**src/include/game_defines.svh**
```systemverilog
// 800x600 at 40 MHz only; all timing values are 11-bit and colours are 12-bit 4:4:4
`ifndef GAME_DEFINES_SVH
`define GAME_DEFINES_SVH

// ============================================================
// raster timing, horizontal in pixels
// ============================================================
`define H_VISIBLE     11'd800
`define H_TOTAL       11'd1056
`define H_SYNC_START  11'd840
`define H_SYNC_END    11'd968

// raster timing, vertical in lines
`define V_VISIBLE     11'd600
`define V_TOTAL       11'd628
`define V_SYNC_START  11'd601
`define V_SYNC_END    11'd605

// ============================================================
// screen and box colours
// ============================================================
`define START_RGB     12'h2_4_8
`define LEVEL_RGB     12'h1_6_2
`define FINISH_RGB    12'h8_1_1
`define CURSOR_RGB    12'hf_f_f
`define PLAYER_RGB    12'hf_c_0

// box sizes in pixels
`define CURSOR_W      11'd16
`define CURSOR_H      11'd16
`define PLAYER_W      11'd48
`define PLAYER_H      11'd64

`endif

```
**src/rtl/game_pkg.sv**
```systemverilog
// types only; the undefined fourth state code is handled by the selector as START
package game_pkg;

    // ============================================================
    // colour and pixel stream
    // ============================================================
    typedef logic [11:0] rgb_t;             // r[11:8] g[7:4] b[3:0]

    typedef struct packed {
        logic [10:0] hcount;
        logic [10:0] vcount;
        logic        hsync;
        logic        vsync;
        logic        hblnk;
        logic        vblnk;
        rgb_t        rgb;
    } vga_t;                                // 38 bits

    // ============================================================
    // game control
    // ============================================================
    typedef enum logic [1:0] {
        START   = 2'd0,
        LEVEL_1 = 2'd1,
        FINISH  = 2'd2
    } g_state;                              // 2'd3 unused

    // top left corner of a box on screen
    typedef struct packed {
        logic [10:0] x;
        logic [10:0] y;
    } pos_t;

endpackage

```
**src/rtl/draw_background.sv**
```systemverilog
// one cycle latency; paints every pixel including blanking, the selector does the blanking
`timescale 1ns/1ps

module draw_background import game_pkg::*; #(
    parameter rgb_t BG_RGB = 12'h000
) (
    input  logic clk_40,
    input  logic rst,
    input  vga_t vga_in,
    output vga_t vga_out
);

    vga_t pixel_nxt;

    // ============================================================
    // colour replacement
    // ============================================================
    always_comb begin
        pixel_nxt     = vga_in;                                 // counts and flags unchanged
        pixel_nxt.rgb = BG_RGB;
    end

    // ============================================================
    // pipeline register
    // ============================================================
    always_ff @(posedge clk_40) begin
        if (rst) begin
            vga_out <= '0;
        end else begin
            vga_out <= pixel_nxt;
        end
    end

endmodule

```
**src/rtl/draw_rect.sv**
```systemverilog
// one cycle latency; a box past the visible edge spills into blanking and is hidden later
`timescale 1ns/1ps

module draw_rect import game_pkg::*; #(
    parameter logic [10:0] RECT_W   = 11'd16,
    parameter logic [10:0] RECT_H   = 11'd16,
    parameter rgb_t        RECT_RGB = 12'hfff
) (
    input  logic clk_40,
    input  logic rst,
    input  vga_t vga_in,
    input  pos_t rect_pos,
    output vga_t vga_out
);

    // ============================================================
    // box bounds
    // ============================================================
    logic [11:0] x_end;                                         // one bit wider, no wrap
    logic [11:0] y_end;
    logic        in_x;
    logic        in_y;
    vga_t        pixel_nxt;

    always_comb begin
        x_end = {1'b0, rect_pos.x} + {1'b0, RECT_W};
        y_end = {1'b0, rect_pos.y} + {1'b0, RECT_H};
        in_x  = (vga_in.hcount >= rect_pos.x) && ({1'b0, vga_in.hcount} < x_end);
        in_y  = (vga_in.vcount >= rect_pos.y) && ({1'b0, vga_in.vcount} < y_end);
    end

    always_comb begin
        pixel_nxt = vga_in;
        if (in_x && in_y) begin
            pixel_nxt.rgb = RECT_RGB;                           // inside the box
        end
    end

    // ============================================================
    // pipeline register
    // ============================================================
    always_ff @(posedge clk_40) begin
        if (rst) begin
            vga_out <= '0;
        end else begin
            vga_out <= pixel_nxt;
        end
    end

endmodule

```
**src/rtl/game_top.sv**
```systemverilog
// positions are sampled every cycle, so change them only in vertical blanking
`timescale 1ns/1ps

`include "game_defines.svh"

module game_top import game_pkg::*; (
    input  logic   clk_40,
    input  logic   rst,
    input  g_state game_state,
    input  pos_t   mouse_pos,
    input  pos_t   player_pos,
    output vga_t   vga
);

    vga_t timing;
    vga_t menu_bg;
    vga_t menu_out;
    vga_t level_bg;
    vga_t level_out;
    vga_t finish_out;

    vga_timing u_vga_timing (
        .clk_40 (clk_40),
        .rst    (rst),
        .timing (timing)
    );

    // ============================================================
    // start screen with cursor
    // ============================================================
    draw_background #(.BG_RGB(`START_RGB)) u_start_bg (
        .clk_40  (clk_40),
        .rst     (rst),
        .vga_in  (timing),
        .vga_out (menu_bg)
    );

    draw_rect #(
        .RECT_W   (`CURSOR_W),
        .RECT_H   (`CURSOR_H),
        .RECT_RGB (`CURSOR_RGB)
    ) u_cursor (
        .clk_40   (clk_40),
        .rst      (rst),
        .vga_in   (menu_bg),
        .rect_pos (mouse_pos),
        .vga_out  (menu_out)
    );

    // ============================================================
    // level screen with player
    // ============================================================
    draw_background #(.BG_RGB(`LEVEL_RGB)) u_level_bg (
        .clk_40  (clk_40),
        .rst     (rst),
        .vga_in  (timing),
        .vga_out (level_bg)
    );

    draw_rect #(
        .RECT_W   (`PLAYER_W),
        .RECT_H   (`PLAYER_H),
        .RECT_RGB (`PLAYER_RGB)
    ) u_player (
        .clk_40   (clk_40),
        .rst      (rst),
        .vga_in   (level_bg),
        .rect_pos (player_pos),
        .vga_out  (level_out)
    );

    // ============================================================
    // finish screen and selector
    // ============================================================
    draw_background #(.BG_RGB(`FINISH_RGB)) u_finish_bg (
        .clk_40  (clk_40),
        .rst     (rst),
        .vga_in  (timing),
        .vga_out (finish_out)
    );

    start_game u_start_game (
        .clk_40     (clk_40),
        .rst        (rst),
        .game_state (game_state),
        .menu_in    (menu_out),
        .level_in   (level_out),
        .finish_in  (finish_out),
        .vga_out    (vga)
    );

endmodule

```
**src/rtl/start_game.sv**
```systemverilog
// expects two-stage menu and level paths and a one-stage finish path; code 2'd3 shows START
`timescale 1ns/1ps

module start_game import game_pkg::*; (
    input  logic   clk_40,
    input  logic   rst,
    input  g_state game_state,
    input  vga_t   menu_in,
    input  vga_t   level_in,
    input  vga_t   finish_in,
    output vga_t   vga_out
);

    // ============================================================
    // latency alignment
    // ============================================================
    vga_t finish_dly;                                           // finish path is one stage short

    always_ff @(posedge clk_40) begin
        finish_dly <= finish_in;
    end

    // ============================================================
    // screen select
    // ============================================================
    vga_t selected;
    vga_t pixel_nxt;

    always_comb begin
        case (game_state)
            LEVEL_1: selected = level_in;
            FINISH:  selected = finish_dly;
            default: selected = menu_in;                        // START and the spare code
        endcase
    end

    // colour must be black outside the visible area
    always_comb begin
        pixel_nxt = selected;
        if (selected.hblnk || selected.vblnk) begin
            pixel_nxt.rgb = '0;
        end
    end

    // ============================================================
    // output register
    // ============================================================
    always_ff @(posedge clk_40) begin
        if (rst) begin
            vga_out <= '0;
        end else begin
            vga_out <= pixel_nxt;
        end
    end

endmodule

```
**src/rtl/vga_timing.sv**
```systemverilog
// free-running 800x600 raster; rgb is always zero and all fields are zero after reset
`timescale 1ns/1ps

`include "game_defines.svh"

module vga_timing import game_pkg::*; (
    input  logic clk_40,
    input  logic rst,
    output vga_t timing
);

    // ============================================================
    // next counter values
    // ============================================================
    logic [10:0] hcount_nxt;
    logic [10:0] vcount_nxt;
    logic        hsync_nxt;
    logic        vsync_nxt;
    logic        hblnk_nxt;
    logic        vblnk_nxt;

    always_comb begin
        if (timing.hcount == `H_TOTAL - 11'd1) begin
            hcount_nxt = '0;                                    // end of line
            if (timing.vcount == `V_TOTAL - 11'd1) begin
                vcount_nxt = '0;                                // end of frame
            end else begin
                vcount_nxt = timing.vcount + 11'd1;
            end
        end else begin
            hcount_nxt = timing.hcount + 11'd1;
            vcount_nxt = timing.vcount;
        end
    end

    // flags follow the next counts so they leave the register aligned
    always_comb begin
        hsync_nxt = (hcount_nxt >= `H_SYNC_START) && (hcount_nxt < `H_SYNC_END);
        vsync_nxt = (vcount_nxt >= `V_SYNC_START) && (vcount_nxt < `V_SYNC_END);
        hblnk_nxt = (hcount_nxt >= `H_VISIBLE);
        vblnk_nxt = (vcount_nxt >= `V_VISIBLE);
    end

    // ============================================================
    // output register
    // ============================================================
    always_ff @(posedge clk_40) begin
        if (rst) begin
            timing <= '0;
        end else begin
            timing.hcount <= hcount_nxt;
            timing.vcount <= vcount_nxt;
            timing.hsync  <= hsync_nxt;
            timing.vsync  <= vsync_nxt;
            timing.hblnk  <= hblnk_nxt;
            timing.vblnk  <= vblnk_nxt;
            timing.rgb    <= '0;                                // colour added downstream
        end
    end

endmodule

```
**config.mk**
```make
export PLATFORM = sky130hd
export DESIGN_NAME = game_top
export DESIGN_NICKNAME = d
export VERILOG_FILES = /design/src/rtl/game_pkg.sv /design/src/rtl/draw_background.sv /design/src/rtl/draw_rect.sv /design/src/rtl/game_top.sv /design/src/rtl/start_game.sv /design/src/rtl/vga_timing.sv
export VERILOG_INCLUDE_DIRS = /design/src /design/src/include
export SDC_FILE = /design/constraint.sdc
export NUM_CORES = 1
export LEC_CHECK = 0
export BUFFER_PORTS_ARGS = -buffer_cell sky130_fd_sc_hd__buf_2
export CORE_UTILIZATION = 50
export CTS_BUF_LIST = sky130_fd_sc_hd__clkbuf_4 sky130_fd_sc_hd__clkbuf_8
export CTS_CLUSTER_DIAMETER = 30
export DETAILED_ROUTE_END_ITERATION = 16
export HOLD_SLACK_MARGIN = 0.03
export MAX_ROUTING_LAYER = met4
export PLACE_DENSITY_LB_ADDON = 0.08
export SYNTH_ARGS = -nofsm -noshare
export SYNTH_HDL_FRONTEND = slang
export SYNTH_SLANG_ARGS = --single-unit
```
**constraint.sdc**
```tcl
create_clock -name clk_40 -period 2.4 [get_ports clk_40]
set_clock_uncertainty 0.2 [all_clocks]
set_input_delay 0.24 -clock clk_40 [delete_from_list [all_inputs] [get_ports clk_40]]
set_output_delay 0.24 -clock clk_40 [all_outputs]
set_load 0.03 [all_outputs]
```
Word-level counts from Yosys, hierarchy flattened --
Index checks and enable logic that the tools add are counted.
Cells by class: $add $sub $neg 6, reductions and logical operators 11, multiplexer cells 9, eq/ne operators 4, order comparisons 14
Operator list (number):
- 38-bit one-hot mux with 2 select lines | 1
- 11-bit by 12-bit less-than comparator with 1-bit output | 4
- 11-bit by 10-bit >= comparator with 1-bit output (second input constant) | 4
- 11-bit >= comparator | 4
- 12-bit 2-to-1 mux | 3
- 11-bit 2-to-1 mux | 3
- 11-bit by 5-bit adder with 12-bit output (second input constant) | 2
- 11-bit by 1-bit adder with 11-bit output (second input constant) | 2
- 11-bit by 10-bit less-than comparator with 1-bit output (second input constant) | 2
- 11-bit by 6-bit adder with 12-bit output (second input constant) | 1
- 11-bit by 7-bit adder with 12-bit output (second input constant) | 1
- 11-bit by 10-bit equality test with 1-bit output (second input constant) | 1
- 11-bit equality test (second input constant) | 1
- 10-bit 2-to-1 mux | 1
- 9-bit 2-to-1 mux | 1
- 1-bit logical AND | 8
- 2-bit OR reduction | 2
- 2-bit by 1-bit equality test with 1-bit output (second input constant) | 1
- 2-bit equality test (second input constant) | 1
- 1-bit logical OR | 1
Word-level totals: flip-flop bits (word level) 209, word-level logic and storage cells 82, output and inout port bits 38, input bits 48

Longest topological paths before layout --
Gate-level depths: netlist of run 1.
depth after elaboration 5, mapped depth 11, gate-level depth less buffers 11

Modules after synthesis --
A second synthesis of run 1 with hierarchy kept.
Unflattened totals: cell total of the unflattened synthesis 1100, area total of the unflattened synthesis 11108.2 sq um
Modules (own cells, without submodules):
- draw_background | instances 3, cells an instance 68, seq. area each 540.5 sq um, area an instance 833.3 sq um
- start_game | instances 1, cells an instance 216, seq. area each 1521.5 sq um, area an instance 2492.4 sq um
- draw_rect at u_cursor | instances 1, cells an instance 241, seq. area each 760.7 sq um, area an instance 2309.7 sq um
- draw_rect at u_player | instances 1, cells an instance 241, seq. area each 760.7 sq um, area an instance 2165.8 sq um
- vga_timing | instances 1, cells an instance 198, seq. area each 520.5 sq um, area an instance 1640.3 sq um

Worst setup path after synthesis of run 1 --
No wires, ideal clock.
path type reg2reg, start point reg u_vga_timing.timing[27] (netlist name), end point reg u_vga_timing.timing[14] (netlist name), setup slack -211 ps, arrival 2331 ps, period minus slack after synthesis 2611 ps, cell stages (with the launch flop) 9, path through dfxtp_1 ha_1 nand4_1 or4_4 buf_6 nor4_4 xnor2_1 or3_1 a211oi_2
On the way: cells in the longest elaborated chain, start to end 4, elaborated cells on any way between the ends 5
RTL lines:
- 11-bit equality test * | RTL line vga_timing.sv:23 | if (timing.hcount == `H_TOTAL - 11'd1) begin
- 11-bit 2-to-1 mux * | RTL line vga_timing.sv:23
- 11-bit by 10-bit >= comparator with 1-bit output (no line) or 11-bit by 10-bit less-than comparator with 1-bit output (tied branches)
- 1-bit logical AND * | RTL line vga_timing.sv:39 | vsync_nxt = (vcount_nxt >= `V_SYNC_START) && (vcount_nxt < `V_SYNC_END);
Every way passes the cells marked *; elsewhere a longest branch is shown, timed or not. A chain may end at the register's enable or synchronous reset.

Worst setup path after layout of run 1 --
start point reg u_vga_timing.timing[35] (netlist name), end point reg u_vga_timing.timing[14] (netlist name)
On the way: cells in the longest elaborated chain, start to end 4, elaborated cells on any way between the ends 5
RTL lines (RTL line):
- 11-bit equality test * | vga_timing.sv:23
- 11-bit 2-to-1 mux * | vga_timing.sv:23
- 11-bit by 10-bit >= comparator with 1-bit output (no line) or 11-bit by 10-bit less-than comparator with 1-bit output (tied branches)
- 1-bit logical AND * | vga_timing.sv:39
Marks and branches as above.

==> run metrics, run 1 <==
nets=1,006; top_reg_cell synth=dfxtp_1; crit path DAT=2.66 ns; initial antenna violation count=0; Final period util=105%; Worst slew margin=70.1%; Final setup viols=3; leakage=0.00392 uW; number of port buffers=85; Syn Area/Cell=9.33 um^2; clk slew on worst S/H paths=0.08 ns; via total after detailed routing=5,635; setup ws final=-0.132 ns; GRT Residual Overflow=0; multi-input logic area=3700 um^2; Die W=119 um; Async SR Flop Fraction=0%; outcome=complete, but fails checks; final cell count without fillers=1,069; Longest Clk Path Bufs=2; pwr/cell area=570 nW/um^2; critical path required time=2.52 ns; Netlist Area Pre-Place=6880 um^2; Routed WL=16,100 um; area of the die=14,200 um^2; vias in the first global route=5,410; Placement Setup Slack=-0.422 ns; WS Path Type=reg -> reg; Critical Path Start Type=flop; synth unique cells=61; GP Congestion=0.913; Root Buffer=clkbuf_8; DRT iter0 DRCs=356; Util after Layout=63.5%; Syn Nets=863; # diodes=0; Yosys warnings=0; FF/Latch Area=2920 um^2; Total Power=4840 uW; fmax=0.395 GHz; post-route ant nets=0; Pre-antenna DRT Iters=4; CP startpoint=u_vga_timing.timing[35]$_SDFF_PP0_; placed insts=1,033; Slew Viols, Final=0; CTS buffer count=17; Mapped Cells=737; worst slew pin tran=0.447 ns; Area Overhead vs Synth=23.3%; Top Ports=86; Final Hold Fails=0; Placement Cell Area=7940 um^2; CTS tree=built; HP Class=in -> reg; peak supply drop=0.300 mV; Starting Density=51.5%; die height=119 um; EDFF count, synth=0; largest net degree at the start of global routing=98; layout cell share with drive strength beyond 1=23.9%; RR Startpoint=u_vga_timing.timing[35]$_SDFF_PP0_; hold path start=mouse_pos[10]; Max FO, Critical Path=5; Synth Register Bits=146; Final Critical Period=2.53 ns; gr usage total=24.2%; RSZ-0062 raised after global routing=true; Via density=5.27; detailed placer's ending HPWL=12,300 um; sequential fraction of the synthesis area=42.5%; H-tree depth=4; first-pass GRT wire length=25,900 um; drt drc=0; Max Cap Viol=0; Routed WL per cell=15.1 um; failing checks=setup timing; crit path capture type=flop; Rows=42; fill count=1,138; Core Region=13,300 um^2; CTS Sinks=146; Finished Cell Area=8480 um^2; clock latency on the worst-skew pair=0.44 ns
[critical path, stage by stage, from the launching register on]
cell      delay (ns)
dfxtp_2         0.33
or4b_4          0.53
or4_4           0.47
buf_6           0.16
or3_4           0.34
a32oi_2         0.20
or3_1           0.16
a211oi_2        0.03
[cell type report]
cell class / instances / share of cell area, %
Multi-Input combinational cell: 501 / 43.7
Timing Repair Buffer: 158 / 11.8
Clock buffer: 22 / 3.50
Inverter: 56 / 2.48
Clock inverter: 10 / 1.46
Tap cell: 176 / 2.60
Sequential cell: 146 / 34.5
[final timing paths]
kind / slack [ns] / cells after the start / end
worst max-delay path: -0.13 / 7 / u_vga_timing.timing[14]$_SDFF_PP0_
worst min-delay path: 0.09 / 5 / u_cursor.vga_out[10]$_SDFF_PP0_
worst max register to register: -0.13 / 7 / u_vga_timing.timing[14]$_SDFF_PP0_
worst min register to register: 0.15 / 0 / u_start_game.finish_dly[16]$_DFF_P_
[cells in the final DEF, fill, tap and decap left out, types with 11 or more instances in the layout]
| cell | Yosys | layout |
|---|---|---|
| a22oi_1 | 28 | 28 |
| buf_2 | 0 | 85 |
| nor3_1 | 13 | 11 |
| buf_4 | 3 | 68 |
| inv_1 | 56 | 56 |
| nand2_1 | 28 | 28 |
| nor2b_1 | 54 | 53 |
| nor2_1 | 65 | 63 |
| o21ai_0 | 23 | 22 |
| nand4_1 | 15 | 15 |
| nand3_1 | 19 | 19 |
| a21oi_1 | 35 | 34 |
| xnor2_1 | 27 | 27 |
| clkbuf_8 | 0 | 21 |
| ha_1 | 78 | 77 |
| dfxtp_1 | 146 | 145 |
[what timing repair did]
| action | in CTS | in global routing |
|---|---|---|
| buffers inserted | 3 | 0 |
| hold buffers | 1 | 0 |
| resized for setup | 8 | 14 |
| pin swaps | 6 | 6 |
| endpoints found under the hold margin | 1 | 0 |
| setup endpoints to repair | 7 | 17 |
[cells in the mapped netlist (4+ instances only)]
master,instances,share of area (%)
a21oi_1,35,2.5
o21a_1,8,0.87
nand4_1,15,1.4
nor2_1,65,3.5
xnor2_1,27,3.4
clkbuf_1,26,1.4
a21o_1,5,0.55
xor2_1,7,0.89
ha_1,78,14
o211ai_1,8,0.87
nor2b_1,54,4.9
inv_1,56,3.1
and2_1,4,0.36
nor4_1,4,0.36
buf_1,4,0.22
nand2_1,28,1.5
a22oi_1,28,3.1
a2111oi_0,6,0.76
and3_1,8,0.73
a211oi_1,7,0.76
or3_1,4,0.36
dfxtp_1,146,42
nand3_1,19,1.4
o21ai_0,23,1.7
nor3_1,13,0.95
[power by group]
part | total, uW | internal (uW) | switching, uW
clock | 1990 | 1060 | 937
combinational | 393 | 169 | 224
sequential | 2450 | 2440 | 9.82
total | 4840 | 3670 | 1170
[routing by layer]
layer / track usage [%] / routed length, um / vias to the layer above
met1: 29.3 / 7590 / 2625
met3: 4.41 / 585 / 24
met4: 8.94 / 285 / 0
met2: 40.1 / 7660 / 106
li1: - / - / 2880
met5: - / 0 / -
[stage by stage]
stage          hold slack [ns]  TNS, ns
6_report                0.0855   -0.284
5_1_grt                  0.107   -0.707
4_1_cts                 0.0618   -0.231
3_5_place_dp             0.137    -2.70
3_3_place_gp             0.127    -2.04
2_1_floorplan            0.124   -0.317
[registers in the layout, indices dropped and copies added (netlist names)]
name / cells
u_start_game.vga_out: 35
u_player.vga_out: 29
u_start_game.finish_dly: 27
u_level_bg.vga_out: 1
u_vga_timing.timing: 26
u_cursor.vga_out: 2
u_finish_bg.vga_out: 26
[kinds of logic after synthesis]
group / Yosys count / share of synthesized area [%]
DFF: 146 / 42.5
buffers and inverters: 90 / 5.18
muxes: 1 / 0.146
and+or+nand+nor: 235 / 18.2
AOI/OAI and AO/OA: 153 / 15.5
xor gates and xnor gates: 34 / 4.33
adders and majority gates: 78 / 14.2
(Power assumes the default switching activity.)
==> inputs of run 2 (changes only) <==
--- a/config.mk
+++ b/config.mk
@@ -13,7 +13,7 @@
 export DETAILED_ROUTE_END_ITERATION = 16
 export HOLD_SLACK_MARGIN = 0.03
 export MAX_ROUTING_LAYER = met4
-export PLACE_DENSITY_LB_ADDON = 0.08
+export PLACE_DENSITY_LB_ADDON = 0.3
 export SYNTH_ARGS = -nofsm -noshare
 export SYNTH_HDL_FRONTEND = slang
 export SYNTH_SLANG_ARGS = --single-unit
==> run 2 against run 1 <==
  * The flow still finishes with violations (setup timing)
  * Combinational power is essentially flat
  * Total power grew 2.5%
  * Die area is the same
  * Critical path type unchanged
==> run metrics, run 2 (synthesis results as in run 1) <==
Top Ports=86 (unchanged); Core Region=13,300 um^2 (unchanged); Rows=42 (unchanged); crit path DAT=2.68 ns (was 2.66 ns); Via density=5.30 (was 5.27); power share of the sequential group=49.5% (was 50.7%); setup ws final=-0.160 ns (was -0.132 ns); die height=119 um (unchanged); fmax=0.391 GHz (was 0.395 GHz); crit path capture type=flop (unchanged); layout cell share with drive strength beyond 1=24.0% (was 23.9%); CTS buffer count=17 (unchanged); clk slew on worst S/H paths=0.08 ns (about the same); Finished Cell Area=8490 um^2 (was 8480 um^2); reg-to-reg setup timing slack=-0.16 ns (was -0.13 ns); CP peak stage delay=0.53 ns (about the same); DRT iter0 DRCs=270 (was 356); Max Cap Viol=0 (unchanged); detailed placer's ending HPWL=12,400 um (was 12,300 um); clock latency on the worst-skew pair=0.45 ns (was 0.44 ns); combinational power share=7.9% (was 8.1%); met1 Use GR=28.4% (was 29.3%); largest net degree at the start of global routing=98 (unchanged); most common cell after layout, fill and taps aside=dfxtp_1 (unchanged); outcome=complete, but fails checks (unchanged); Clock Power Share=42.6% (was 41.2%); Final Hold Fails=0 (unchanged); initial antenna violation count=0 (unchanged); slowest CP cell=or4b_4 (unchanged); CTS tree=built (unchanged); critical path required time=2.52 ns (about the same); post-route ant nets=0 (unchanged); worst slew pin tran=0.470 ns (was 0.447 ns); vias in the first global route=5,574 (was 5,410); Routed WL per cell=15.3 um (was 15.1 um); GRT Residual Overflow=0 (unchanged); RSZ-0062 raised after global routing=true (unchanged); final cell count without fillers=1,065 (was 1,069); met2 track demand over resource=40.8% (was 40.1%); placed insts=1,030 (was 1,033); Final setup viols=2 (was 3); Root Buffer=clkbuf_8 (unchanged); Max FO, Critical Path=5 (unchanged); HP Class=in -> reg (unchanged); Final Critical Period=2.56 ns (was 2.53 ns); CTS Sinks=146 (unchanged); Starting Density=51.5% (unchanged); leakage=0.00392 uW (about the same); Area Overhead vs Synth=23.4% (was 23.3%); grt met3 use=4.69% (was 4.41%); Worst slew margin=68.2% (was 70.1%); Final period util=107% (was 105%); Pre-antenna DRT Iters=5 (was 4); Critical Path Start Type=flop (unchanged); cell count of the worst hold path=5 (unchanged); Routed WL=16,300 um (was 16,100 um); Longest Clk Path Bufs=2 (unchanged); busiest layer in global routing=met2 (unchanged); # diodes=0 (unchanged); most frequent cells in the layout=dfxtp_1 (144), buf_2 (85), ha_1 (77) (was dfxtp_1 (145), buf_2 (85), ha_1 (77)); area of the die=14,200 um^2 (unchanged); Psw=1120 uW (was 1170 uW); H-tree depth=4 (unchanged); drt drc=0 (unchanged); peak supply drop=0.294 mV (was 0.300 mV); Total Power=4960 uW (was 4840 uW); Hold Path Sink=u_cursor.vga_out[10]$_SDFF_PP0_ (unchanged); failing checks=setup timing (unchanged); first-pass GRT wire length=26,300 um (was 25,900 um); largest register by flop count=u_start_game.vga_out (unchanged); crit path cell chain=or4b_4 > or4_4 > buf_6 > nor2_4 > a32oi_1 > buf_4 > nor4_2 > a2bb2oi_1 (was or4b_4 > or4_4 > buf_6 > or3_4 > a32oi_2 > or3_1 > a211oi_2); RR Startpoint=u_vga_timing.timing[35]$_SDFF_PP0_ (unchanged); WS Path Type=reg -> reg (unchanged); reg2reg path depth=8 (was 7); via total after detailed routing=5,640 (was 5,635); Placement Cell Area=7910 um^2 (was 7940 um^2); Die W=119 um (unchanged); Sw Share=22.7% (was 24.2%); pwr/cell area=584 nW/um^2 (was 570 nW/um^2); gr usage total=24.6% (was 24.2%); number of port buffers=85 (unchanged); Slew Viols, Final=0 (unchanged); RR Endpoint=u_vga_timing.timing[12]$_SDFF_PP0_ (was u_vga_timing.timing[14]$_SDFF_PP0_); nets=1,002 (was 1,006); hold path start=mouse_pos[10] (unchanged); P_int=3830 uW (was 3670 uW); Largest regs=u_start_game.vga_out (35), u_player.vga_out (29), u_start_game.finish_dly (27) (unchanged); GP Congestion=0.941 (was 0.913); max reg flops=35 (unchanged)
-- run 2: changes by cell type in the layout (fill, tap and decap cells not counted), sizes merged --
cell,previous run,this run
buf,157,153
bufinv,2,3
clkbuf,22,25
clkinv,4,1
inv,58,57
-- run 2: timing repair --
item,CTS,global route
hold buffers,1,0
buffers inserted,1,1
gates resized for setup,12,11
hold endpoints to repair,1,0
pin swaps,5,1
setup endpoints to repair,5,8
-- run 2: per-stage QoR --
| stage | TNS (ns) | setup slack, ns | hold slack (ns) | utilization (%) |
|---|---|---|---|---|
| after CTS | -0.163 | -0.0855 | 0.0718 | 63.2 |
| final | -0.282 | -0.160 | 0.104 | 63.6 |
| after detailed placement | -2.32 | -0.410 | 0.130 | 59.3 |
| after global placement | -1.74 | -0.351 | 0.127 | 59.3 |
| after global routing | -0.422 | -0.203 | 0.103 | 63.6 |
| after floorplan | -0.317 | -0.152 | 0.124 | - |
-- run 2: worst max-delay path by stage --
stage               cells after the start                                  to                                from
finish                                  8  u_vga_timing.timing[12]$_SDFF_PP0_  u_vga_timing.timing[35]$_SDFF_PP0_
global route                            7  u_vga_timing.timing[14]$_SDFF_PP0_  u_vga_timing.timing[35]$_SDFF_PP0_
CTS                                     8  u_vga_timing.timing[14]$_SDFF_PP0_  u_vga_timing.timing[35]$_SDFF_PP0_
detailed placement                     11      u_cursor.vga_out[9]$_SDFF_PP0_                       mouse_pos[15]
global placement                       13      u_player.vga_out[1]$_SDFF_PP0_                      player_pos[15]
floorplan                               7  u_vga_timing.timing[14]$_SDFF_PP0_  u_vga_timing.timing[35]$_SDFF_PP0_
-- run 2: area by class of cell --
| type | count | area [um^2] |
|---|---|---|
| flip-flops and latches | 146 | 2930 |
| clock inverters | 7 | 119 |
| clock buffers | 25 | 332 |
| inverters | 56 | 210 |
| multi-input cells | 501 | 3720 |
| repair buffers | 154 | 962 |
| well taps | 176 | 220 |
| fillers | 1118 | 4860 |
-- run 2: worst max-delay path: cells and delay by family (launching register included) --
family,cells,cell delay [ns]
flip-flops,1,0.32
AO/OA/AOI/OAI,2,0.22
AND/OR/NAND/NOR,4,1.37
buffers and inverters,2,0.33
-- run 2: power by group through the flow --
stage	Clock (uW)	Combinational (uW)	Sequential, uW
CTS	2150	393	2450
floorplan	0	213	2510
detailed placement	0	388	2510
global route	2260	437	2450
global placement	0	376	2510
finish	2110	394	2450
-- run 2: layer usage --
metal	wire length [um]	share of wire [%]	vias to the layer above
li1	-	-	2870
met1	7200	44	2609
met2	7980	49	127
met3	561	3.4	34
met4	568	3.5	0
met5	0	0	-
==> inputs of run 3 (changes only) <==
--- a/config.mk
+++ b/config.mk
@@ -7,7 +7,7 @@
 export NUM_CORES = 1
 export LEC_CHECK = 0
 export BUFFER_PORTS_ARGS = -buffer_cell sky130_fd_sc_hd__buf_2
-export CORE_UTILIZATION = 50
+export CORE_UTILIZATION = 54
 export CTS_BUF_LIST = sky130_fd_sc_hd__clkbuf_4 sky130_fd_sc_hd__clkbuf_8
 export CTS_CLUSTER_DIAMETER = 30
 export DETAILED_ROUTE_END_ITERATION = 16
==> run 3 against run 2 <==
  * Flip-flop and latch count did not move
  * Clock power rose by 2%
  * Largest power group unchanged
  * Fmax rose by 0.24%
  * The run still ends with setup timing left
  * Sequential share of layout area fell by 0.33 points
==> run metrics, run 3 (synthesis results as in run 1) <==
RSZ-0062 raised after global routing=true (unchanged); nets=1,011 (was 1,002); Rows=40 (was 42); # diodes=0 (unchanged); Top Ports=86 (unchanged); peak supply drop=0.372 mV (was 0.294 mV); Routed WL=16,200 um (was 16,300 um); Die W=115 um (was 119 um); Core Region=12,200 um^2 (was 13,300 um^2); largest net degree at the start of global routing=98 (unchanged); outcome=complete, but fails checks (unchanged); Final Critical Period=2.55 ns (was 2.56 ns); initial antenna violation count=0 (unchanged); critical path required time=2.54 ns (was 2.52 ns); Routed WL per cell=15.2 um (was 15.3 um); Util after Layout=70.1% (was 63.6%); Total Power=4990 uW (was 4960 uW); Final Hold Fails=0 (unchanged); most frequent cells in the layout=dfxtp_1 (145), buf_2 (85), ha_1 (77) (was dfxtp_1 (144), buf_2 (85), ha_1 (77)); Pre-antenna DRT Iters=5 (unchanged); clock latency on the worst-skew pair=0.45 ns (about the same); GP Congestion=0.943 (was 0.941); CTS buffer count=17 (unchanged); pwr/cell area=583 nW/um^2 (was 584 nW/um^2); reg-to-reg setup timing slack=-0.15 ns (was -0.16 ns); HP Class=in -> reg (unchanged); Longest Clk Path Bufs=2 (unchanged); Starting Density=56.3% (was 51.5%); Root Buffer=clkbuf_8 (unchanged); crit path capture type=flop (unchanged); fill count=989 (was 1,118); Worst slew margin=63.1% (was 68.2%); crit path DAT=2.69 ns (was 2.68 ns); Largest regs=u_start_game.vga_out (35), u_player.vga_out (29), u_start_game.finish_dly (27) (unchanged); Area Overhead vs Synth=24.5% (was 23.4%); via total after detailed routing=5,795 (was 5,640); Critical Path Start Type=flop (unchanged); die height=115 um (was 119 um); worst slew pin tran=0.551 ns (was 0.470 ns); Final setup viols=4 (was 2); vias in the first global route=5,617 (was 5,574); fmax=0.392 GHz (was 0.391 GHz); DRT iter0 DRCs=299 (was 270); CTS tree=built (unchanged); number of port buffers=85 (unchanged); WHS=0.0963 ns (was 0.104 ns); clk slew on worst S/H paths=0.07 ns (was 0.08 ns); WS Path Type=reg -> reg (unchanged); leakage=0.00397 uW (was 0.00392 uW); Max FO, Critical Path=5 (unchanged); detailed placer's ending HPWL=12,200 um (was 12,400 um); first-pass GRT wire length=26,200 um (was 26,300 um); drt drc=0 (unchanged); layout cell share with drive strength beyond 1=24.7% (was 24.0%); gr usage total=26.3% (was 24.6%); area of the die=13,200 um^2 (was 14,200 um^2); max reg flops=35 (unchanged); failing checks=setup timing (unchanged); largest register by flop count=u_start_game.vga_out (unchanged); Max Cap Viol=0 (unchanged); CTS Sinks=146 (unchanged); Slew Viols, Final=0 (unchanged); GRT Residual Overflow=0 (unchanged); H-tree depth=4 (unchanged); Via density=5.44 (was 5.30); most common cell after layout, fill and taps aside=dfxtp_1 (unchanged); post-route ant nets=0 (unchanged); setup ws final=-0.154 ns (was -0.160 ns); Final period util=106% (was 107%)
-- run 3: power breakdown --
part / internal [uW] / total, uW / switching [uW] / leakage [uW]
clock: 1220 / 2150 / 924 / 0.000228
combinational: 172 / 394 / 222 / 0.00256
sequential: 2440 / 2450 / 10.8 / 0.00118
-- run 3: area by class of cell --
cell class,instances,area [um^2],area share [%]
multi-input combinational,501,3730,43.6
tap,168,210,2.45
clock buffer,21,277,3.23
sequential,146,2920,34.1
clock inverter,11,176,2.06
inverter,56,210,2.45
timing repair buffer,163,1030,12.1
-- run 3: repair_timing --
action                     CTS  global route
gates resized for setup     13            13
setup endpoints to repair   12             8
setup buffers                1             2
hold buffers                 1             0
hold endpoints to repair     1             0
pin swaps                    5             3
-- run 3: critical path, stage by stage, from the launching register on --
cell	delay [ns]
dfxtp_2	0.32
or4b_4	0.53
or4_4	0.47
buf_6	0.16
or3_4	0.34
a32oi_2	0.22
or3_1	0.17
a211oi_2	0.04
-- run 3: metrics by stage --
stage / instances / TNS, ns / cell area, um^2 / setup slack (ns)
floorplan: 737 / -0.317 / 6910 / -0.152
global placement: 1030 / -1.88 / 7960 / -0.335
detailed placement: 1030 / -2.67 / 7960 / -0.456
CTS: 1064 / -0.235 / 8490 / -0.112
global route: 1066 / -0.613 / 8570 / -0.211
finish: 1066 / -0.329 / 8570 / -0.154
-- run 3: path summary, 6_finish.rpt --
| path | startpoint | to | cells after the start |
|---|---|---|---|
| min | mouse_pos[10] | u_cursor.vga_out[10]$_SDFF_PP0_ | 5 |
| max reg2reg | u_vga_timing.timing[35]$_SDFF_PP0_ | u_vga_timing.timing[14]$_SDFF_PP0_ | 7 |
| min reg2reg | u_finish_bg.vga_out[13]$_SDFF_PP0_ | u_start_game.finish_dly[13]$_DFF_P_ | 0 |
| max | u_vga_timing.timing[35]$_SDFF_PP0_ | u_vga_timing.timing[14]$_SDFF_PP0_ | 7 |
-- run 3: routing by layer --
layer / track usage, % / wire, um / up-vias
met5: - / 0 / -
li1: - / - / 2891
met2: 45.3 / 8090 / 152
met1: 30.7 / 7060 / 2722
met4: 9.44 / 309 / 0
met3: 4.80 / 707 / 30
